`src/hw/fb_defs.svh`:
```
////////////////////////////////////////
// raster geometry, widths and latencies of the frame buffer
// defaults give a small raster for short runs; xga values also fit
// FB_H_ACTIVE must be a multiple of FB_PIX_PER_WORD
// FB_OUT_LAT must equal FB_RD_LAT + 2
////////////////////////////////////////
`ifndef FB_DEFS_SVH
`define FB_DEFS_SVH

// horizontal raster in clk cycles
`define FB_H_ACTIVE 64
`define FB_H_FP 4
`define FB_H_SYNC 8
`define FB_H_TOTAL 80

// vertical raster in lines
`define FB_V_ACTIVE 16
`define FB_V_FP 1
`define FB_V_SYNC 2
`define FB_V_TOTAL 20

// counter widths, wide enough for xga totals
`define FB_HCOUNT_W 11
`define FB_VCOUNT_W 10

// pixel and word packing
`define FB_PIX_W 8
`define FB_PIX_PER_WORD 4
`define FB_WORD_W 32

// log2 of FB_H_ACTIVE * FB_V_ACTIVE / FB_PIX_PER_WORD
`define FB_ADDR_W 8

// luma strictly above this becomes white
`define FB_THRESH 127

// test bars take hcount[FB_BAR_SHIFT+2:FB_BAR_SHIFT]
`define FB_BAR_SHIFT 3

// cycles from read request to data, and from raster position to pins
`define FB_RD_LAT 2
`define FB_OUT_LAT 4

`endif

```
`src/hw/video_pkg.sv`:
```
////////////////////////////////////////
// raster-side types for timing, capture and output
// field widths follow fb_defs.svh
////////////////////////////////////////
`include "fb_defs.svh"

package video_pkg;

   // beam position with its decoded sync and blank, all from one clk edge
   typedef struct packed {
      logic [`FB_HCOUNT_W-1:0] hcount;
      logic [`FB_VCOUNT_W-1:0] vcount;
      logic                    hsync;
      logic                    vsync;
      logic                    blank;
   } raster_pos_t;

   // sync bundle as it leaves the chip, active high
   typedef struct packed {
      logic hsync;
      logic vsync;
      logic blank;
   } sync_t;

   // one decoder sample
   // a valid sample with hsync or vsync set is a marker and carries no pixel
   typedef struct packed {
      logic [`FB_PIX_W-1:0] luma;
      logic                 hsync;
      logic                 vsync;
      logic                 valid;
   } cap_sample_t;

   // what the output stage shows
   typedef enum logic {
      MODE_STORED,
      MODE_BARS
   } out_mode_e;

endpackage

```
`src/hw/raster_timing.sv`:
```
////////////////////////////////////////
// free-running raster counters
// after reset the first position shown is (0,0)
// last column and last line must lie outside sync
////////////////////////////////////////
`timescale 1ns/10ps
`include "fb_defs.svh"

module raster_timing (
   input  logic                   clk,
   input  logic                   arst_n,
   output video_pkg::raster_pos_t pos
);

   // last value of each counter before wrap
   localparam logic [`FB_HCOUNT_W-1:0] H_LAST = `FB_H_TOTAL - 1;
   localparam logic [`FB_VCOUNT_W-1:0] V_LAST = `FB_V_TOTAL - 1;

   logic [`FB_HCOUNT_W-1:0] h_next;
   logic [`FB_VCOUNT_W-1:0] v_next;

   // next position, line advances on the last column
   always_comb begin
      h_next = (pos.hcount == H_LAST) ? '0 : pos.hcount + 1'b1;
      v_next = pos.vcount;
      if (pos.hcount == H_LAST) begin
         v_next = (pos.vcount == V_LAST) ? '0 : pos.vcount + 1'b1;
      end
   end

   ////////////////////////////////////////
   // counters and decoded flags
   ////////////////////////////////////////

   // flags decode from the next count so they line up with the registered count
   always_ff @(posedge clk or negedge arst_n) begin
      if (!arst_n) begin
         // park on the last blank position, rd_en stays low in reset
         pos.hcount <= H_LAST;
         pos.vcount <= V_LAST;
         pos.hsync  <= 1'b0;
         pos.vsync  <= 1'b0;
         pos.blank  <= 1'b1;
      end else begin
         pos.hcount <= h_next;
         pos.vcount <= v_next;
         // sync pulse follows the front porch
         pos.hsync  <= (h_next >= `FB_H_ACTIVE + `FB_H_FP) &&
                       (h_next <  `FB_H_ACTIVE + `FB_H_FP + `FB_H_SYNC);
         pos.vsync  <= (v_next >= `FB_V_ACTIVE + `FB_V_FP) &&
                       (v_next <  `FB_V_ACTIVE + `FB_V_FP + `FB_V_SYNC);
         // anything outside the active rectangle is blank
         pos.blank  <= (h_next >= `FB_H_ACTIVE) || (v_next >= `FB_V_ACTIVE);
      end
   end

endmodule

```
`config.mk`:
```
export PLATFORM = sky130hd
export DESIGN_NAME = raster_timing
export DESIGN_NICKNAME = d
export VERILOG_FILES = /design/src/hw/video_pkg.sv /design/src/hw/raster_timing.sv
export VERILOG_INCLUDE_DIRS = /design/src /design/src/hw
export SDC_FILE = /design/constraint.sdc
export NUM_CORES = 1
export LEC_CHECK = 0
export ABC_CLOCK_PERIOD_IN_PS = 3000
export BUFFER_PORTS_ARGS = -buffer_cell sky130_fd_sc_hd__buf_2
export CAP_MARGIN = 20
export CORE_MARGIN = 3
export CORE_UTILIZATION = 54
export DETAILED_ROUTE_END_ITERATION = 12
export PLACE_DENSITY = 0.78
export SKIP_CTS_REPAIR_TIMING = 1
export SLEW_MARGIN = 20
export SYNTH_ARGS = -nofsm -noshare
export SYNTH_HDL_FRONTEND = slang
export SYNTH_SLANG_ARGS = --single-unit
```
`constraint.sdc`:
```
create_clock -name clk -period 3 [get_ports clk]
set_input_delay 0.15 -clock clk [delete_from_list [all_inputs] [get_ports clk]]
set_output_delay 0.15 -clock clk [all_outputs]
set_load 0.01 [all_outputs]
```
### Yosys cells after proc, flatten, opt, wreduce, memory -nomap -nowiden

Cells that the tools add are included.

| word-level totals | value |
|---|---|
| flip-flop bits (word level) | 24 |
| input port bits | 2 |
| output and inout bits | 24 |
| word-level logic and storage cells | 21 |

| cells by class | value |
|---|---|
| add/sub/neg operators | 2 |
| order comparisons | 6 |
| eq/ne operators | 2 |
| muxes and demuxes | 3 |
| reduce and logical (&&, ||, !) cells | 3 |

Operators with widths:

| kind | number |
|---|---|
| 11-bit by 7-bit greater-or-equal comparator with 1-bit output (second input constant) | 2 |
| 10-bit by 5-bit greater-or-equal comparator with 1-bit output (second input constant) | 2 |
| 10-bit two-way mux | 2 |
| 11-bit by 1-bit adder with 11-bit output (second input constant) | 1 |
| 11-bit by 7-bit == test with 1-bit output (second input constant) | 1 |
| 11-bit by 7-bit < comparator with 1-bit output (second input constant) | 1 |
| 11-bit two-way mux | 1 |
| 10-bit by 1-bit adder with 10-bit output (second input constant) | 1 |
| 10-bit by 5-bit == test with 1-bit output (second input constant) | 1 |
| 10-bit by 5-bit < comparator with 1-bit output (second input constant) | 1 |
| 1-bit logical AND | 2 |
| 1-bit logical OR | 1 |

### Logic depth before layout (Yosys ltp)

| logic depth | value |
|---|---|
| depth after elaboration | 5 |
| gate-level depth with buffers | 7 |
| depth with buffers taken out | 6 |

### Least setup slack after synthesis

Ideal clock, no wire load.

| path | value |
|---|---|
| path kind | reg-to-reg |
| start | reg pos[7] (netlist bit) |
| end | reg pos[0] (netlist bit) |
| setup time | 94 ps |
| arrival | 2385 ps |
| required time | 2906 ps |
| setup slack | 521 ps |
| cell stages (with the launch flop) | 7 |
| path buffers | 1 |
| clock period less this slack | 2479 ps |
| path through | dfstp_2 buf_2 or3b_2 nor4b_1 o21ai_0 a211o_1 or4_1 |

| between the ends | value |
|---|---|
| longest elaborated chain between the ends | 5 |
| elaborated cells on any way between the ends | 6 |
| those cells by class | add/sub (1); order compare (1); eq/ne (1); mux (2); reduce/logical (1) |

RTL lines:

| what | RTL line | text |
|---|---|---|
| from (decl) | raster_timing.sv:12 | `output video_pkg::raster_pos_t pos` |
| 10-bit by 1-bit adder with 10-bit output / 10-bit by 5-bit == test with 1-bit output (equally long branches) | raster_timing.sv:27 | `v_next = (pos.vcount == V_LAST) ? '0 : pos.vcount + 1'b1;` |
| 10-bit two-way mux | raster_timing.sv:27 |  |
| 10-bit two-way mux (*) | raster_timing.sv:26 | `if (pos.hcount == H_LAST) begin` |
| 10-bit by 5-bit greater-or-equal comparator with 1-bit output (no source line) (*) | - |  |
| 1-bit logical OR (*) | raster_timing.sv:53 | `` pos.blank <= (h_next >= `FB_H_ACTIVE) \|\| (v_next >= `FB_V_ACTIVE); `` |

Every way passes the cells marked *; elsewhere a longest branch is shown, timed or not.

### Worst setup path after layout

| path | value |
|---|---|
| start | reg pos[13] (netlist bit) |
| end | reg pos[0] (netlist bit) |

| between the ends | value |
|---|---|
| longest elaborated chain between the ends | 4 |
| elaborated cells on any way between the ends | 7 |
| those cells by class | add/sub (1); order compare (2); eq/ne (1); mux (2); reduce/logical (1) |

RTL lines:

| what | RTL line |
|---|---|
| 11-bit by 1-bit adder with 11-bit output / 11-bit by 7-bit == test with 1-bit output (equally long branches) | raster_timing.sv:24, raster_timing.sv:26 |
| 11-bit two-way mux / 10-bit two-way mux (equally long branches) | raster_timing.sv:24, raster_timing.sv:26 |
| 11-bit by 7-bit greater-or-equal comparator with 1-bit output (no source line) / 10-bit by 5-bit greater-or-equal comparator with 1-bit output (equally long branches) | - |
| 1-bit logical OR (*) | raster_timing.sv:53 |

Marks and branches as above.

==> impl_metrics.tcl <==
set metrics [dict create \
    hold_viol_final 0 \
    ys_ff_latch 24 \
    period_share_pct 87.81 \
    top_usage_layer "met2" \
    grt-ovfl-total 0 \
    wl_per_cell_um 15.35 \
    min_path_type "input pin to asynchronous set/reset pin" \
    arrival_ps 2880 \
    finalCriticalPeriod_ps 2634 \
    vias_per_cell 5.951 \
    cts_root_buffer "clkbuf_4" \
    slew_headroom_pct 64.60 \
    numCtsBuffers 3 \
    core-area_sq_um 2276 \
    synth-seq-area-share_pct 46.22 \
    ys_warn_count 0 \
    drive_gt1_share_pct 33.33 \
    setup_viol 0 \
    grtUsageMet2_pct 30.57 \
    nets 161 \
    fill_cells 191 \
    die_w_um 55.51 \
    layout.cells.non_filler 184 \
    use_met3_pct 4.206 \
    drv_cap 0 \
    largestRegisters "pos x24" \
    ant_nets 0 \
    dpl.hpwl_um 2054 \
    routabilityCongestion 0.8507 \
    cts_max_level 1 \
    antenna_found_initial 0 \
    powerDensity_nw_per_um2 319.2 \
    path_class "register to register" \
    crit_required_ps 3250 \
    critPathLaunch "pos[13]$_DFF_PN1_" \
    regToRegSetupSlack_ps 370 \
    grt.total_usage_pct 19.26 \
    synth_edf_count 0 \
    first_pass_iters 4 \
    irDropWorstVdd_v 0.0002438 \
    fin_skew_ps 12.28 \
    power.leakage_nw 0.7775 \
    grt_max_degree 25 \
    synth_fp_nets 134 \
    syn_area_per_cell_sq_um 10.18 \
    r2r-start "pos[13]$_DFF_PN1_" \
    yosys.area.top_type "dfrtp_1" \
    slew_violations 0 \
    synth.most_common_cell "dfrtp_1" \
    status "finished clean" \
    die_h_um 55.51 \
    start_util_pct 58.16 \
    r2r-end "pos[0]$_DFF_PN1_" \
    cts_tree "yes" \
    synth_area_leaders "dfrtp_1, dfstp_2, xor2_1, nand2_1, xnor2_1" \
    synth_common_cells "dfrtp_1, nand2_1, dfstp_2, nor2_1, xor2_1" \
    row_count 17 \
    grt_pass1_wl_um 4809 \
    largest-register "pos" \
    cp-end-kind "register" \
    r2r_cells 6 \
    fmax_mhz 379.6 \
    async_flop_share_pct 100.0 \
    largest_register_ff_count 24 \
    use_met1_pct 26.32 \
    ys_types 47 \
    synthToLayoutAreaGrowth_pct 13.33 \
    ioPinCount 26 \
    start_kind "register" \
    rsz0062_at_grt "false" \
    clk_path_buf_depth 2 \
    cts.clk_slew.worst_paths_ps 140 \
    antennaDiodeCount 0 \
    grt_pass1_vias 1053 \
    portBuffers 25 \
    drt_iter0_drc 21 \
    synthCells 130 \
    dieArea_sq_um 3081 \
    synth_ff_type "dfrtp_1" \
    placed_cells 179 \
    drc_errors 0 \
    clock-sinks 24 \
    wirelength_um 2824 \
    finalSetupTns_ps 0 \
    tightest_slew_ps 531.0 \
    yosysTopAreaCellShare_pct 28.36 \
    clock_latency_ps 310 \
    netlist_area_sq_um 1324 \
    endpoint "pos[0]$_DFF_PN1_" \
    vias 1095 \
    critPathMaxFanout 9 \
]
## area by class of cell
type	instances	area [sq um]	area share, %
sequential	24	611.8	40.78
timing repair buffer	27	142.6	9.508
tap	28	35.03	2.335
inverter	1	3.754	0.2502
clock buffer	4	26.28	1.751
multi-input combinational	100	680.7	45.37
## power breakdown
| part | internal, mW | switching [mW] | total (mW) |
|---|---|---|---|
| logic | 0.00131 | 0.00610 | 0.00741 |
| registers | 0.324 | 0 | 0.324 |
| clock network | 0.0519 | 0.0954 | 0.147 |
| total | 0.377 | 0.102 | 0.479 |
## cell usage in the layout, fill, tap and decap left out, types with 2 or more instances in the layout
cell,instances
dfrtp_1,15
clkbuf_4,3
a21oi_1,2
dfstp_2,9
buf_2,25
nand2_1,12
nand2b_1,3
and3_1,3
o21ai_0,6
nor3_1,3
xor2_1,7
nand4_1,6
o21ai_2,2
and4_1,3
nor2_1,9
or4_4,2
nand3_1,6
xnor2_1,5
or3_1,2
nor4_1,2
ha_1,2
and3_2,2
## critical path: stages (launching register included)
cell       delay [ps]
dfstp_2           580
ha_1              210
nand3_1           260
or3_1             440
a2111oi_0         490
nor2_1             70
or4_1             520
## through the flow
stage / setup slack [ps] / total power, mW / utilization, % / hold WS (ps) / cell area (sq um)
finish: 365.7 / 0.4789 / 65.92 / 327.5 / 1500
global route: 216.0 / 0.4963 / 65.92 / 356.0 / 1500
CTS: 374.8 / 0.4822 / 65.48 / -196.0 / 1490
detailed placement: 384.6 / 0.3368 / 64.32 / 162.7 / 1464
global placement: 449.7 / 0.3364 / 64.32 / 148.0 / 1464
floorplan: 521.4 / 0.3298 / - / -145.6 / 1324
## how the worst min path moves through the flow
stage          startpoint           endpoint  slack [ps]  cells after the start
3_3_place_gp       arst_n  pos[18]$_DFF_PN0_         150                      1
2_1_floorplan      arst_n  pos[10]$_DFF_PN0_        -150                      0
6_report           arst_n   pos[8]$_DFF_PN0_         330                      2
4_1_cts            arst_n  pos[23]$_DFF_PN0_        -200                      1
5_1_grt            arst_n   pos[6]$_DFF_PN0_         360                      2
3_5_place_dp       arst_n  pos[18]$_DFF_PN0_         160                      1
## per-layer routing
layer | share of wire [%] | wire length (um) | vias up
met3 | 5.1 | 144 | 2
li1 | - | - | 534
met5 | 0 | 0 | -
met4 | 0.50 | 14 | 0
met1 | 47 | 1330 | 530
met2 | 47 | 1334 | 29
## cell families (layout without fill, tap and decap cells)
family	Yosys count	after routing	synth area share, %
fa+ha+maj	2	2	1.890
mux	2	2	1.607
compound gates	23	23	13.23
buf+inv	6	32	2.362
xor+xnor	12	12	7.939
simple gates	61	61	26.75
flops	24	24	46.22
(Power assumes the default switching activity.)
