$ cat src/hw/fb_defs.svh
////////////////////////////////////////
// raster geometry, widths and latencies of the frame buffer
// defaults give a small raster for short runs; xga values also fit
// FB_H_ACTIVE must be a multiple of FB_PIX_PER_WORD
// FB_OUT_LAT must equal FB_RD_LAT + 2
////////////////////////////////////////
`ifndef FB_DEFS_SVH
`define FB_DEFS_SVH

// horizontal raster in clk cycles
`define FB_H_ACTIVE 64
`define FB_H_FP 4
`define FB_H_SYNC 8
`define FB_H_TOTAL 80

// vertical raster in lines
`define FB_V_ACTIVE 16
`define FB_V_FP 1
`define FB_V_SYNC 2
`define FB_V_TOTAL 20

// counter widths, wide enough for xga totals
`define FB_HCOUNT_W 11
`define FB_VCOUNT_W 10

// pixel and word packing
`define FB_PIX_W 8
`define FB_PIX_PER_WORD 4
`define FB_WORD_W 32

// log2 of FB_H_ACTIVE * FB_V_ACTIVE / FB_PIX_PER_WORD
`define FB_ADDR_W 8

// luma strictly above this becomes white
`define FB_THRESH 127

// test bars take hcount[FB_BAR_SHIFT+2:FB_BAR_SHIFT]
`define FB_BAR_SHIFT 3

// cycles from read request to data, and from raster position to pins
`define FB_RD_LAT 2
`define FB_OUT_LAT 4

`endif

$ cat src/hw/video_pkg.sv
////////////////////////////////////////
// raster-side types for timing, capture and output
// field widths follow fb_defs.svh
////////////////////////////////////////
`include "fb_defs.svh"

package video_pkg;

   // beam position with its decoded sync and blank, all from one clk edge
   typedef struct packed {
      logic [`FB_HCOUNT_W-1:0] hcount;
      logic [`FB_VCOUNT_W-1:0] vcount;
      logic                    hsync;
      logic                    vsync;
      logic                    blank;
   } raster_pos_t;

   // sync bundle as it leaves the chip, active high
   typedef struct packed {
      logic hsync;
      logic vsync;
      logic blank;
   } sync_t;

   // one decoder sample
   // a valid sample with hsync or vsync set is a marker and carries no pixel
   typedef struct packed {
      logic [`FB_PIX_W-1:0] luma;
      logic                 hsync;
      logic                 vsync;
      logic                 valid;
   } cap_sample_t;

   // what the output stage shows
   typedef enum logic {
      MODE_STORED,
      MODE_BARS
   } out_mode_e;

endpackage

$ cat src/hw/fbuf_pkg.sv
////////////////////////////////////////
// memory-side types of the frame store
// one word holds four pixels, leftmost in bits 7:0
////////////////////////////////////////
`include "fb_defs.svh"

package fbuf_pkg;

   // word address, line * words_per_line + column / 4
   typedef logic [`FB_ADDR_W-1:0] fb_addr_t;

   // element 0 is the leftmost pixel on screen
   typedef logic [`FB_PIX_PER_WORD-1:0][`FB_PIX_W-1:0] fb_word_t;

   // write request from capture, held for the whole handshake
   typedef struct packed {
      fb_addr_t addr;
      fb_word_t data;
   } wr_req_t;

   // memory slot owner, decoded from hcount modulo 4
   // the display reads in slot 0, capture writes in slot 2
   typedef enum logic [1:0] {
      SLOT_READ  = 2'd0,
      SLOT_IDLE1 = 2'd1,
      SLOT_WRITE = 2'd2,
      SLOT_IDLE3 = 2'd3
   } slot_e;

endpackage

$ cat src/hw/pixel_output.sv
////////////////////////////////////////
// display fetch, unpack and output register
// pixel and sync_out trail the raster by FB_OUT_LAT cycles
// stored mode shows garbage until the first frame is captured
////////////////////////////////////////
`timescale 1ns/10ps
`include "fb_defs.svh"

module pixel_output (
   input  logic                   clk,
   input  logic                   arst_n,
   input  video_pkg::raster_pos_t pos,
   input  video_pkg::out_mode_e   mode,
   input  fbuf_pkg::fb_word_t     rd_data,
   output logic                   rd_en,
   output fbuf_pkg::fb_addr_t     rd_addr,
   output logic [`FB_PIX_W-1:0]   pixel,
   output video_pkg::sync_t       sync_out
);

   localparam int unsigned WORDS_PER_LINE = `FB_H_ACTIVE / `FB_PIX_PER_WORD;
   // stage whose pixel goes into the output register
   localparam int unsigned SEL_STAGE = `FB_OUT_LAT - 1;
   // reset content of the delay line, blank so the output stays 0
   localparam video_pkg::raster_pos_t POS_IDLE = '{hcount: '0, vcount: '0,
      hsync: 1'b0, vsync: 1'b0, blank: 1'b1};

   video_pkg::raster_pos_t pos_dly [1:SEL_STAGE];
   video_pkg::raster_pos_t pos_ret;
   video_pkg::raster_pos_t pos_sel;
   fbuf_pkg::fb_word_t     word_q;
   logic [`FB_PIX_W-1:0]   bar_pix;
   logic [`FB_PIX_W-1:0]   pix_sel;

   // fetch the word for hcount..hcount+3 once per four cycles
   assign rd_en = (fbuf_pkg::slot_e'(pos.hcount[1:0]) == fbuf_pkg::SLOT_READ) && !pos.blank;
   assign rd_addr = fbuf_pkg::fb_addr_t'(pos.vcount * WORDS_PER_LINE +
                                         pos.hcount / `FB_PIX_PER_WORD);

   // position travelling with the read
   always_ff @(posedge clk or negedge arst_n) begin
      if (!arst_n) begin
         for (int i = 1; i <= SEL_STAGE; i++) begin
            pos_dly[i] <= POS_IDLE;
         end
      end else begin
         pos_dly[1] <= pos;
         for (int i = 2; i <= SEL_STAGE; i++) begin
            pos_dly[i] <= pos_dly[i-1];
         end
      end
   end

   // stage where the data of a read returns, and the select stage after it
   assign pos_ret = pos_dly[`FB_RD_LAT];
   assign pos_sel = pos_dly[SEL_STAGE];

   // hold the word for its four pixels, next one lands just in time
   always_ff @(posedge clk) begin
      if ((fbuf_pkg::slot_e'(pos_ret.hcount[1:0]) == fbuf_pkg::SLOT_READ) &&
          !pos_ret.blank) begin
         word_q <= rd_data;
      end
   end

   // vertical bars, three hcount bits over five zeros
   assign bar_pix = {pos_sel.hcount[`FB_BAR_SHIFT+2 -: 3], {(`FB_PIX_W-3){1'b0}}};

   always_comb begin
      if (pos_sel.blank) begin
         pix_sel = '0;
      end else if (mode == video_pkg::MODE_BARS) begin
         pix_sel = bar_pix;
      end else begin
         pix_sel = word_q[pos_sel.hcount[1:0]];
      end
   end

   // output register, sync delayed with its pixel
   always_ff @(posedge clk or negedge arst_n) begin
      if (!arst_n) begin
         pixel    <= '0;
         sync_out <= '0;
      end else begin
         pixel    <= pix_sel;
         sync_out <= '{hsync: pos_sel.hsync, vsync: pos_sel.vsync, blank: pos_sel.blank};
      end
   end

endmodule

$ cat config.mk
export PLATFORM = sky130hd
export DESIGN_NAME = pixel_output
export DESIGN_NICKNAME = d
export VERILOG_FILES = /design/src/hw/video_pkg.sv /design/src/hw/fbuf_pkg.sv /design/src/hw/pixel_output.sv
export VERILOG_INCLUDE_DIRS = /design/src /design/src/hw
export SDC_FILE = /design/constraint.sdc
export NUM_CORES = 1
export LEC_CHECK = 0
export ABC_CLOCK_PERIOD_IN_PS = 3000
export BUFFER_PORTS_ARGS = -buffer_cell sky130_fd_sc_hd__buf_2
export CAP_MARGIN = 10
export CORE_ASPECT_RATIO = 0.6
export CORE_UTILIZATION = 30
export DETAILED_ROUTE_END_ITERATION = 16
export SYNTH_ARGS = -nofsm -noshare
export SYNTH_HDL_FRONTEND = slang
export SYNTH_SLANG_ARGS = --single-unit
$ cat constraint.sdc
create_clock -name clk -period 3 [get_ports clk]
set_clock_uncertainty 0.1 [all_clocks]
set_input_delay 0 -clock clk [delete_from_list [all_inputs] [get_ports clk]]
set_output_delay 0 -clock clk [all_outputs]
set_load 0.1 [all_outputs]
Word-level counts from Yosys, hierarchy flattened:

Cells that the tools add are included.

* register bits after elaboration: 70
* bits of input ports: 59
* output and inout bits: 20
* word-level logic and storage cells: 32

* add/sub/neg operators: 1
* order comparisons: 1
* muxes and demuxes: 4
* reductions and logical operators: 6

Operators by type and width (count)
* 8-bit two-way mux: 3
* 8-bit binary-select mux with 2-bit select: 1
* 8-bit adder: 1
* 2-bit zero test: 2
* 2-bit by 3-bit less-than comparator with 1-bit output, second input constant: 1
* 1-bit logical AND: 2
* 1-bit zero test: 2

Longest topological paths before layout:

* word-level depth: 4
* gate-level depth with buffers: 4
* depth with buffers taken out: 4

Worst setup path before layout:

No wires, ideal clock.

* path type: register to register
* from: register pos_dly[38] (netlist bit)
* to: register word_q[0] (netlist bit), enable pin
* data arrival time: 2.608 ns
* data required time: 2.439 ns
* setup slack: -0.169 ns
* stages on the path, launching flop included: 2
* buffers on the path: 0
* period minus slack after synthesis: 3.169 ns
* cells stage by stage: dfrtp_1 -> nor3_1

* longest elaborated chain between the ends: 2

RTL lines
* start: declaration: line pixel_output.sv:28 `video_pkg::raster_pos_t pos_dly [1:SEL_STAGE];`
* start signal: indexed assignment: line pixel_output.sv:49 `pos_dly[i] <= pos_dly[i-1];`
* 2-bit zero test: line pixel_output.sv:60 `if ((fbuf_pkg::slot_e'(pos_ret.hcount[1:0]) == fbuf_pkg::SLOT_READ) &&`
* 1-bit logical AND: line pixel_output.sv:60
* end signal: assignment: line pixel_output.sv:62 `word_q <= rd_data;`
* end: declaration: line pixel_output.sv:31 `fbuf_pkg::fb_word_t word_q;`

Every way passes these cells.
A chain may end at the register's enable or synchronous reset.

Worst setup path in the final report:

* from: register pos_dly[13] (netlist bit)
* to: register pixel[2]

* longest elaborated chain between the ends: 4

RTL lines
* 8-bit binary-select mux with 2-bit select: line pixel_output.sv:75 `pix_sel = word_q[pos_sel.hcount[1:0]];`
* 8-bit two-way mux (implied by the code): line pixel_output.sv:75
* 8-bit two-way mux: line pixel_output.sv:72 `end else if (mode == video_pkg::MODE_BARS) begin`
* 8-bit two-way mux: line pixel_output.sv:70 `if (pos_sel.blank) begin`
* via pix_sel[2]: line pixel_output.sv:33 `` logic [`FB_PIX_W-1:0] pix_sel; ``
* end signal: assignment: line pixel_output.sv:85 `pixel <= pix_sel;`
* end: declaration: line pixel_output.sv:17 `` output logic [`FB_PIX_W-1:0] pixel, ``

The timed path passes the listed nets, and every way through them passes these cells. The select of a mux whose other input is x is not followed.

==> impl_metrics.py <==
metrics = {
    "setup_path": {
        "cp.arrival_ps": 1750,
        "cp_top_family": "flip-flops",
        "cp_slowest_cell": "dfrtp_1",
        "worstReg2RegEnd": "pixel[2]",
        "critPathCaptureType": "flip-flop",
        "crit_fanout": 8,
        "setup.worst_path.start_class": "flip-flop",
        "crit_type": "reg2reg",
        "rr_worst_depth": 2,
        "r2r_slack_ps": 1350,
        "worstPathCellList": "mux4_1 -> nor3b_1",
        "regToRegStartpoint": "pos_dly[13]",
        "cpPeakStageDelay_ps": 660,
        "crit_required_ps": 3100,
        "worst-path-buf-inv": 0,
    },
    "detailed_routing": {
        "wl_mm": 4.340,
        "firstDrtPassIters": 4,
        "first_iter_violations": 27,
        "ant_nets": 0,
        "viasPerCell": 3.970,
        "via_count": 1310,
        "route.detailed.drc": 0,
        "avgRoutedWirePerCell_um": 13.15,
    },
    "sta": {
        "drv_slew": 0,
        "setup_viol": 0,
        "hold_slack_ps": 190.4,
        "hold_viol_final": 0,
        "fin_crit_sh": 0.5514,
        "rsz0062_at_grt": "false",
        "tightest_slew_ps": 968.7,
        "slew_headroom": 0.3521,
        "max_freq_mhz": 604.5,
        "setup_tns_ps": 0,
        "layout_min_cycle_time_ps": 1654,
    },
    "synthesis": {
        "synth_seq_cells": 67,
        "synthCells": 105,
        "synth_warnings": 0,
        "seq_area_frac_synth": 0.8078,
        "yosys.cell_types.count": 20,
        "syn_area_um2": 2278,
        "synth_nets": 168,
        "synth.avg_cell_area_um2": 21.70,
    },
    "floorplanning": {
        "initial_core_util": 0.3122,
        "num_rows": 24,
        "fp.dieH_um": 69.51,
        "coreArea_um2": 7297,
        "die_x_um": 114.5,
        "io_pins": 79,
        "dieArea_um2": 7959,
    },
    "clock_network": {
        "clockRootBuffer": "clkbuf_16",
        "cts_max_path_buffers": 2,
        "cts_setup_buffers": 0,
        "clk_latency_ps": 320,
        "cts_resized": 0,
        "hold_buffers": 43,
        "cts_tree": "built",
        "cts.clk_slew.worst_paths_ps": 50,
        "cts_sinks": 67,
        "numCtsBuffers": 9,
        "h-tree-depth": 3,
    },
    "global_route": {
        "grt_pass1_wl_mm": 6.886,
        "antenna_found_initial": 0,
        "grt_start_max_net_pins": 36,
        "grt-ovfl-total": 0,
        "grtUsageTotal": 0.1245,
        "grt_pass1_vias": 1447,
    },
    "cells_and_area": {
        "num_antenna_cells": 0,
        "final_layout_size_suffix_gt1_frac": 0.4071,
        "regArea_um2": 1841,
        "multi_input_area_um2": 395.4,
        "finalNetCount": 284,
        "area_growth_pct": 51.07,
        "fill_cells": 639,
        "stdcell_area_um2": 3442,
    },
    "placement": {
        "portBuffers": 69,
        "place_area_um2": 2719,
        "gp_congestion": 0.6316,
    },
    "power": {
        "power.total_mw": 2.325,
        "peakVddDrop_mv": 0.2873,
        "p_leak_nw": 1.476,
        "powerDensity_nw_per_um2": 675.5,
    },
    "outcome": {
        "outcome": "completed",
    },
    "flow_run": {
        "max_cap_viol_count": 0,
    },
    "min_path": {
        "min_path_type": "in2async",
    },
}
-- placed cells by master, fill, tap and decap left out --
| master | instances |
|---|---|
| ha_1 | 3 |
| dfstp_2 | 3 |
| edfxtp_1 | 32 |
| xor2_1 | 2 |
| buf_2 | 69 |
| bufinv_16 | 1 |
| clkinv_2 | 2 |
| dfrtp_1 | 32 |
| dlygate4sd3_1 | 43 |
| mux4_2 | 3 |
| nor2_1 | 3 |
| clkbuf_16 | 9 |
| mux2i_1 | 3 |
| nor3_1 | 1 |
| xnor2_1 | 1 |
| clkinvlp_4 | 2 |
| buf_4 | 1 |
| a21o_1 | 1 |
| a21oi_1 | 1 |
| clkinv_1 | 1 |
| nor3b_1 | 5 |
| mux4_1 | 5 |
| inv_6 | 1 |
| fa_1 | 1 |
| nor3_4 | 1 |
-- worst max-delay path by stage --
stage	start	endpoint	slack, ps	depth (start not counted)
floorplan	pos_dly[38]	word_q[0]	790	1
global placement	pos_dly[13]	pixel[1]	1330	2
detailed placement	pos_dly[13]	pixel[2]	1270	2
CTS	pos_dly[13]	pixel[2]	1270	2
global route	pos_dly[13]	pixel[5]	1250	3
finish	pos_dly[13]	pixel[2]	1350	2
-- worst register-to-register path: stages, from the launching register on --
cell	delay, ps
dfrtp_1	660
mux4_1	630
nor3b_1	150
-- routing by layer --
layer | GRT usage | part of all wire | up-vias
li1 | - | - | 620
met1 | 0.1328 | 0.39 | 630
met2 | 0.2182 | 0.53 | 53
met3 | 0.05594 | 0.068 | 7
met4 | 0.04329 | 0.011 | 0
met5 | 0 | 0 | -
-- sequential cells by signal (all words and copies together) (netlist names) --
signal	cells
word_q	32
bar_pix	3
pixel	8
sync_out	3
pos_dly	21
-- kinds of logic after synthesis --
group,Yosys count,share of synthesized area
DFF,67,0.8078
muxes,11,0.1005
and+or+nand+nor,10,0.02581
buffers and inverters,8,0.02361
AOI/OAI and AO/OA,2,0.005491
adders and majority gates,4,0.02526
xor gates and xnor gates,3,0.01153
-- synth_stat cells --
library cell	count	area, um^2
nor2_1	3	11.26
a21oi_1	1	5.000
buf_6	1	11.26
nor3_1	2	10.01
nor3b_1	5	37.54
a21o_1	1	7.510
ha_1	3	37.54
xor2_1	2	17.52
mux4_1	5	131.4
mux2i_1	3	30.03
mux4_2	3	67.56
clkbuf_1	1	3.750
dfstp_2	3	78.83
fa_1	1	20.02
edfxtp_1	32	960.9
buf_1	1	3.750
xnor2_1	1	8.760
buf_4	4	30.03
clkbuf_2	1	5.000
dfrtp_1	32	800.8
-- per-stage QoR --
| step | instances | utilization | setup slack, ps |
|---|---|---|---|
| 6_report | 330 | 0.4717 | 1346 |
| 5_1_grt | 330 | 0.4717 | 1248 |
| 4_1_cts | 330 | 0.4717 | 1268 |
| 3_5_place_dp | 271 | 0.3726 | 1267 |
| 3_3_place_gp | 271 | 0.3726 | 1326 |
| 2_1_floorplan | 105 | - | 793.4 |
-- report_power, final --
| group | leakage, nW | switching [mW] | total (mW) | internal [mW] |
|---|---|---|---|---|
| clock network | 0.139 | 0.362 | 1.00 | 0.639 |
| logic | 0.626 | 0.203 | 0.300 | 0.0973 |
| registers | 0.711 | 0.0175 | 1.02 | 1.01 |
-- area by class of cell --
class,instances,share of cell area
Sequential cell,67,0.5347
Tap cell,104,0.03780
Timing Repair Buffer,113,0.2276
Clock buffer,9,0.06543
Clock inverter,7,0.01963
Multi-Input combinational cell,30,0.1149
(Power assumes the default switching activity.)
