<file path="config.mk">
export PLATFORM = sky130hd
export DESIGN_NAME = video_capture
export DESIGN_NICKNAME = d
export VERILOG_FILES = /design/src/hw/video_pkg.sv /design/src/hw/fbuf_pkg.sv /design/src/hw/video_capture.sv
export VERILOG_INCLUDE_DIRS = /design/src /design/src/hw
export SDC_FILE = /design/constraint.sdc
export NUM_CORES = 1
export LEC_CHECK = 0
export BUFFER_PORTS_ARGS = -buffer_cell sky130_fd_sc_hd__clkbuf_2
export CAP_MARGIN = 20
export CORE_UTILIZATION = 50
export DETAILED_ROUTE_END_ITERATION = 6
export MAX_ROUTING_LAYER = met4
export PLACE_DENSITY = 0.77
export SYNTH_ARGS = -nofsm -noshare
export SYNTH_HDL_FRONTEND = slang
export SYNTH_SLANG_ARGS = --single-unit
</file>
<file path="constraint.sdc">
create_clock -name clk -period 3 [get_ports clk]
set_input_delay 0.45 -clock clk [delete_from_list [all_inputs] [get_ports clk]]
set_output_delay 0.45 -clock clk [all_outputs]
set_load 0.05 [all_outputs]
</file>
<file path="src/hw/fb_defs.svh">
////////////////////////////////////////
// raster geometry, widths and latencies of the frame buffer
// defaults give a small raster for short runs; xga values also fit
// FB_H_ACTIVE must be a multiple of FB_PIX_PER_WORD
// FB_OUT_LAT must equal FB_RD_LAT + 2
////////////////////////////////////////
`ifndef FB_DEFS_SVH
`define FB_DEFS_SVH

// horizontal raster in clk cycles
`define FB_H_ACTIVE 64
`define FB_H_FP 4
`define FB_H_SYNC 8
`define FB_H_TOTAL 80

// vertical raster in lines
`define FB_V_ACTIVE 16
`define FB_V_FP 1
`define FB_V_SYNC 2
`define FB_V_TOTAL 20

// counter widths, wide enough for xga totals
`define FB_HCOUNT_W 11
`define FB_VCOUNT_W 10

// pixel and word packing
`define FB_PIX_W 8
`define FB_PIX_PER_WORD 4
`define FB_WORD_W 32

// log2 of FB_H_ACTIVE * FB_V_ACTIVE / FB_PIX_PER_WORD
`define FB_ADDR_W 8

// luma strictly above this becomes white
`define FB_THRESH 127

// test bars take hcount[FB_BAR_SHIFT+2:FB_BAR_SHIFT]
`define FB_BAR_SHIFT 3

// cycles from read request to data, and from raster position to pins
`define FB_RD_LAT 2
`define FB_OUT_LAT 4

`endif

</file>
<file path="src/hw/video_pkg.sv">
////////////////////////////////////////
// raster-side types for timing, capture and output
// field widths follow fb_defs.svh
////////////////////////////////////////
`include "fb_defs.svh"

package video_pkg;

   // beam position with its decoded sync and blank, all from one clk edge
   typedef struct packed {
      logic [`FB_HCOUNT_W-1:0] hcount;
      logic [`FB_VCOUNT_W-1:0] vcount;
      logic                    hsync;
      logic                    vsync;
      logic                    blank;
   } raster_pos_t;

   // sync bundle as it leaves the chip, active high
   typedef struct packed {
      logic hsync;
      logic vsync;
      logic blank;
   } sync_t;

   // one decoder sample
   // a valid sample with hsync or vsync set is a marker and carries no pixel
   typedef struct packed {
      logic [`FB_PIX_W-1:0] luma;
      logic                 hsync;
      logic                 vsync;
      logic                 valid;
   } cap_sample_t;

   // what the output stage shows
   typedef enum logic {
      MODE_STORED,
      MODE_BARS
   } out_mode_e;

endpackage

</file>
<file path="src/hw/fbuf_pkg.sv">
////////////////////////////////////////
// memory-side types of the frame store
// one word holds four pixels, leftmost in bits 7:0
////////////////////////////////////////
`include "fb_defs.svh"

package fbuf_pkg;

   // word address, line * words_per_line + column / 4
   typedef logic [`FB_ADDR_W-1:0] fb_addr_t;

   // element 0 is the leftmost pixel on screen
   typedef logic [`FB_PIX_PER_WORD-1:0][`FB_PIX_W-1:0] fb_word_t;

   // write request from capture, held for the whole handshake
   typedef struct packed {
      fb_addr_t addr;
      fb_word_t data;
   } wr_req_t;

   // memory slot owner, decoded from hcount modulo 4
   // the display reads in slot 0, capture writes in slot 2
   typedef enum logic [1:0] {
      SLOT_READ  = 2'd0,
      SLOT_IDLE1 = 2'd1,
      SLOT_WRITE = 2'd2,
      SLOT_IDLE3 = 2'd3
   } slot_e;

endpackage

</file>
<file path="src/hw/video_capture.sv">
////////////////////////////////////////
// sample stream to frame store writes
// vsync marker restarts the frame, hsync marker starts the next line
// markers carry no pixel; pixels outside the active area are dropped
// supply at most one valid sample every two cycles
////////////////////////////////////////
`timescale 1ns/10ps
`include "fb_defs.svh"

module video_capture (
   input  logic                   clk,
   input  logic                   arst_n,
   input  video_pkg::cap_sample_t sample,
   input  logic                   wr_ack,
   output fbuf_pkg::wr_req_t      wr_req,
   output logic                   wr_req_valid,
   output logic                   overrun
);

   localparam int unsigned WORDS_PER_LINE = `FB_H_ACTIVE / `FB_PIX_PER_WORD;

   video_pkg::cap_sample_t  thr;
   logic [`FB_VCOUNT_W-1:0] line;
   logic [`FB_HCOUNT_W-1:0] col;
   fbuf_pkg::fb_word_t      pack;
   fbuf_pkg::fb_word_t      pack_next;
   logic                    is_pixel;
   logic                    in_frame;
   logic                    word_done;
   logic                    busy;

   ////////////////////////////////////////
   // threshold stage
   ////////////////////////////////////////

   // luma field of thr already holds the black or white value
   always_ff @(posedge clk or negedge arst_n) begin
      if (!arst_n) begin
         thr <= '0;
      end else begin
         thr.luma  <= (sample.luma > `FB_THRESH) ? {`FB_PIX_W{1'b1}} : {`FB_PIX_W{1'b0}};
         thr.hsync <= sample.hsync;
         thr.vsync <= sample.vsync;
         thr.valid <= sample.valid;
      end
   end

   ////////////////////////////////////////
   // position tracking and packing
   ////////////////////////////////////////

   assign is_pixel = thr.valid && !thr.vsync && !thr.hsync;
   assign in_frame = (line < `FB_V_ACTIVE) && (col < `FB_H_ACTIVE);

   // new pixel enters at the top, so the first one ends up in element 0
   assign pack_next = {thr.luma, pack[`FB_PIX_PER_WORD-1:1]};

   // fourth pixel of a word, column ends in 2'b11
   assign word_done = is_pixel && in_frame && (&col[1:0]);

   // a handshake is open until wr_ack falls
   assign busy = wr_req_valid || wr_ack;

   always_ff @(posedge clk or negedge arst_n) begin
      if (!arst_n) begin
         line <= '0;
         col  <= '0;
      end else if (thr.valid) begin
         if (thr.vsync) begin
            line <= '0;
            col  <= '0;
         end else if (thr.hsync) begin
            line <= line + 1'b1;
            col  <= '0;
         end else begin
            col <= col + 1'b1;
         end
      end
   end

   always_ff @(posedge clk) begin
      if (is_pixel) begin
         pack <= pack_next;
      end
   end

   ////////////////////////////////////////
   // requester side of the handshake
   ////////////////////////////////////////

   always_ff @(posedge clk or negedge arst_n) begin
      if (!arst_n) begin
         wr_req_valid <= 1'b0;
         overrun      <= 1'b0;
      end else begin
         // word finished while the last one is still in flight is lost, sticky flag
         if (word_done && busy) begin
            overrun <= 1'b1;
         end
         if (word_done && !busy) begin
            wr_req_valid <= 1'b1;
         end else if (wr_ack) begin
            wr_req_valid <= 1'b0;
         end
      end
   end

   // payload only loads with a new request, so it holds through valid and ack
   always_ff @(posedge clk) begin
      if (word_done && !busy) begin
         wr_req.addr <= fbuf_pkg::fb_addr_t'(line * WORDS_PER_LINE +
                                             col / `FB_PIX_PER_WORD);
         wr_req.data <= pack_next;
      end
   end

endmodule

</file>
Word-level counts from Yosys, hierarchy flattened
Index checks and enable logic that the tools add are counted.

Flip-flop bits (word level): 98. Word-level logic and storage cells: 44.

$add $sub $neg: 3. Magnitude comparators: 3. Mux-type cells: 7. Reductions and logical operators: 15.

Operators with widths (number): two-way mux 11 bit (2); two-way mux 10 bit (2); adder 11 x 1 -> 11 bit (second input constant) (1); < comparator 11 x 7 -> 1 bit (second input constant) (1); adder 10 x 1 -> 10 bit (second input constant) (1); < comparator 10 x 5 -> 1 bit (second input constant) (1); adder 8 bit (1); > comparator 8 x 7 -> 1 bit (second input constant) (1); two-way mux 8 bit (1); logical AND 1 bit (7); AND reduction 2 bit (2); nonzero test 2 bit (2); logical NOT 1 bit (3); two-way mux 1 bit (2); logical OR 1 bit (1).

Logic depth before layout (Yosys ltp)
Depth after elaboration: 7. Depth in mapped cells: 5. Gate-level depth less buffers: 4.

Least setup slack after synthesis
Ideal clock, no wire load.

Path type: register to register. Start: reg thr[0] in the netlist's numbering. End: reg wr_req[14] in the netlist's numbering (enable). Setup time: 0.396 ns. Arrival: 1.895 ns. Data required time: 2.604 ns. Setup slack: 0.708 ns. Stages on the path, launching flop included: 5. Buffers on the path: 1. Clock period less this slack: 2.292 ns. Path through: dfrtp_1 buf_2 nor4bb_1 nand4_1 nor3_1.

Longest elaborated chain between the ends: 5.

RTL lines: start: declaration (line video_capture.sv:22) `video_pkg::cap_sample_t thr;`; logical AND 1 bit (2 in series) (line video_capture.sv:52) `assign is_pixel = thr.valid && !thr.vsync && !thr.hsync;`; logical AND 1 bit (2 in series) (line video_capture.sv:59) `assign word_done = is_pixel && in_frame && (&col[1:0]);`; logical AND 1 bit (line video_capture.sv:110) `if (word_done && !busy) begin`; end: declaration (line video_capture.sv:15) `output fbuf_pkg::wr_req_t wr_req,`.

No other way between the ends. A chain may end at the register's enable or synchronous reset.

Worst setup path in the final report
Start: reg col[0]. End: reg wr_req[35] in the netlist's numbering (enable).

Longest elaborated chain between the ends: 5. Elaborated cells on any way between the ends: 6.

RTL lines: start: declaration (line video_capture.sv:24) `` logic [`FB_HCOUNT_W-1:0] col; ``; start signal: assignment (line video_capture.sv:76) `col <= col + 1'b1;`; < comparator 11 x 7 -> 1 bit (no line); logical AND 1 bit (line video_capture.sv:53) `` assign in_frame = (line < `FB_V_ACTIVE) && (col < `FB_H_ACTIVE); ``; logical AND 1 bit (line video_capture.sv:59); logical AND 1 bit (*) (line video_capture.sv:59); logical AND 1 bit (*) (line video_capture.sv:110).

Mark *: on every way between the ends. The rest lies on a longest branch, timed or not.

==> run summary <==
The run finished with clean final reports. The overall power after layout is 0.00104 W. The analysis attributes to cell leakage a power of 1.01 nW. The vertical extent of the die is 66.1 um. The complex-gate fraction of the synthesized area came out at 0.102.

The netlist area before placement is 2050 um2. The number of failing setup endpoints in the final timing report came out at 0. The number of hold violations in the final report is 0.

The die area came out at 4370 um2. The effective utilization at floorplan came out at 0.541. The detailed-route wire length came out at 3.45 mm. Counting every sink on the clock net gives 42.

Traced cell by cell, the critical path runs through ha_1, nor4bb_1, nand4_1, nor3_1, buf_4. The number of buffer cells added on primary ports is 48. The kind of cell with the highest combined delay along the critical path is simple AND/OR/NAND/NOR gates.

The initialized floorplan defines 22 standard-cell rows. The number of buffers inserted for hold repair after clock tree synthesis is 0. The area of the core is 3800 um2. The total count of max-transition violations in the final report is 0. The count of buffering cells on the critical path with inverters included is 1. The initial antenna violation count came out at 0. For this run, the register share of the synthesized area comes to 0.548. The worst setup path is captured at a register. The post-synthesis net count came out at 198.

The post-place instance area is 2140 um2. The antenna diode count came out at 0. The maximum fanout along the worst path came out at 12. The synthesized-area fraction occupied by adder cells is 0.0402.

STA puts the critical path data arrival time at 1.85 ns. The tree is rooted in a clkbuf_8. The total track usage came out at 0.181. The leftover overflow at the end of global routing came out at 0. The fraction of registers with async set/reset is 0.643. The tightest min-delay check is of the input port to async pin type. The slew at the pin with the worst max-slew slack came out at 0.687 ns. The number of ports placed on the die boundary is 56. The peak supply drop came out at 303 uV. The wire length per cell after detailed routing is 13.7 um. The library cell used most frequently in the layout, excluding fill and tap cells, is clkbuf_2. Entering global routing, the biggest net connects 28 pins. The utilization after layout is 0.585. For this block, the via count after detailed routing is 1377.

For this run, the number of Yosys warnings is 0. Of the available clock period, the critical path in the final layout requires 0.623. The clock period minus worst slack came out at 1.87 ns.

The most frequently used flop master after synthesis is dfrtp_1. On the worst path, the slowest cell contributes a delay of 0.41 ns. The average cell area after synthesis came out at 11.5 um2. In this run the critical register-to-register path is launched from col[0]$_DFFE_PN0P_. For the final database, setup skew stands at 0.00601 ns. The highest layer touched by signal routing is met4. The weighted congestion at the end of routability-driven global placement came out at 0.830. The number of global-route vias before repair came out at 1294.

The worst slack after detailed placement came out at 1.14 ns. Summed over all failing endpoints, the final setup total negative slack is 0 ns. The highest-delay cell along the critical path is dfrtp_1. In the layout the commonest cells are clkbuf_2 (48), dfrtp_1 (27), edfxtp_1 (15). The relative max-transition margin is 0.542. Setup repair after global routing left no endpoint under its margin. After technology mapping, the gate count stands at 178. For this run, the detailed router's first-pass iteration total came to 4.

The portion of synthesized area spent on multiplexers is 0.0207. The clock insertion delay at the later pin of the skew report came out at 0.29 ns. The synthesized design contains 15 enable-type register cells. Of the total synthesized cell area, the portion taken by XOR and XNOR cells is 0.0256. The worst setup path is of the register to register kind.

The unique cell type count in the Yosys netlist is 38. After synthesis, the largest family of logic cells by area is simple AND/OR/NAND/NOR gates. The number of fill cells is 332.

The worst setup path is launched from a register. The data required time at the worst endpoint came out at 2.99 ns. The reported max-cap violation count came out at 0. CTS built an H-tree with a depth of 2. After synthesis the netlist holds a flip-flop and latch count of 42. The number of buffers inserted during clock tree synthesis came out at 5.

The clock input transition at the sequential cells of the worst setup and hold paths is 0.08 ns. The first global-routing pass estimated 5.82 mm of wire. The maximum root-to-sink buffer count is 2. The achievable clock frequency is 535 MHz. The total power density per cell area is 467 nW/um2. The CTS tree is built. The routed metal-1 wire length is 1.56 mm. In this run the horizontal extent of the chip is 66.1 um. The final routed DRC violation total came out at 0. Detailed placement ended at an HPWL of 2.48 mm. The worst-case setup margin in the final layout is 1.13 ns. The area growth from synthesis to layout is 8.22%. The final instance area came out at 2220 um2. The sum of met3 wire segment lengths after detailed routing came out at 132 um. The routed length on met2 came out at 1.72 mm. The detailed router finished its first iteration with 70 violations.

The net total in the final layout is 222. The post-detailed-route count of antenna-violating nets is 0. In the routed layout, each cell is associated on average with a via count of 5.49. Of the total synthesized cell area, the portion taken by AND, OR, NAND and NOR gates is 0.144.

The number of buffers inserted to repair setup after CTS is 0. The share of post-route cells with drive strength above 1 came out at 0.310. The critical path launch point is col[0]$_DFFE_PN0P_. The number of cells upsized or downsized after cts is 0.
kinds of logic (layout without fill, tap and decap cells):
logic type                 count (synthesis)  count (layout)
xor gates and xnor gates                   6               6
DFF                                       42              42
AOI/OAI and AO/OA                         33              33
muxes                                      4               4
buffers and inverters                     36              61
adders and majority gates                  6               6
and+or+nand+nor                           51              51
worst reg2reg max path, stage by stage, from the launching register on:
cell	delay (ns)
dfrtp_1	0.41
ha_1	0.28
nor4bb_1	0.25
nand4_1	0.20
nor3_1	0.17
buf_4	0.24
area by class of cell:
cell class | instances | area (um2) | area share
clock buffer | 6 | 72.6 | 0.0326
timing repair buffer | 50 | 255 | 0.115
multi-input combinational | 100 | 684 | 0.308
sequential | 42 | 1130 | 0.506
inverter | 3 | 11.3 | 0.00506
clock inverter | 2 | 13.8 | 0.00619
tap | 48 | 60.1 | 0.0270
worst paths after layout:
check	end	slack (ns)	cells past startpoint
worst max-delay path	wr_req[35]$_DFFE_PP_	1.13	5
worst max register to register	wr_req[35]$_DFFE_PP_	1.13	5
worst min-delay path	line[6]$_DFFE_PN0P_	0.19	1
min in group clk	thr[2]$_DFF_PN0_	0.26	1
worst min register to register	wr_req[6]$_DFFE_PP_	0.42	0
max in group asynchronous	col[8]$_DFFE_PN0P_	2.37	1
metal layers:
| layer | global-route usage | vias up |
|---|---|---|
| met1 | 0.234 | 670 |
| li1 | - | 668 |
| met2 | 0.288 | 35 |
| met5 | - | - |
| met3 | 0.0414 | 4 |
| met4 | 0.0479 | 0 |
stage by stage:
step / hold WS (ns) / std cells
after floorplan: 0.154 / 178
after global placement: 0.414 / 243
after detailed placement: 0.406 / 243
after CTS: 0.210 / 251
after global routing: 0.221 / 251
final: 0.195 / 251
where the power goes:
part           switching [W]  internal, W   total, W
registers          0.0000224     0.000609   0.000631
logic              0.0000364    0.0000235  0.0000599
clock network       0.000183     0.000164   0.000347
total               0.000241     0.000796    0.00104
sequential cells by signal (all words and copies together), names as in the netlist:
name / flops
col: 11
line: 10
overrun: 1
pack: 3
pack_next: 1
thr: 3
wr_req: 12
wr_req_valid: 1
cell usage after synthesis, types with 2 or more instances:
master | count | area share
buf_4 | 28 | 0.10
dfrtp_1 | 27 | 0.33
edfxtp_1 | 15 | 0.22
a21oi_1 | 13 | 0.032
nand2_1 | 9 | 0.016
o21ai_0 | 9 | 0.022
nand3_1 | 6 | 0.015
nand4_1 | 6 | 0.018
nor2_1 | 6 | 0.011
ha_1 | 5 | 0.030
or3_1 | 5 | 0.015
xor2_1 | 5 | 0.021
buf_2 | 3 | 0.0073
inv_1 | 3 | 0.0055
nor3_1 | 3 | 0.0073
nor4_1 | 3 | 0.0091
o31ai_1 | 3 | 0.011
or4_1 | 3 | 0.011
clkbuf_1 | 2 | 0.0037
mux2_2 | 2 | 0.011
mux2i_1 | 2 | 0.0097
nand2b_1 | 2 | 0.0061
nand3b_1 | 2 | 0.0073
nand4_2 | 2 | 0.012
(Power assumes the default switching activity.)
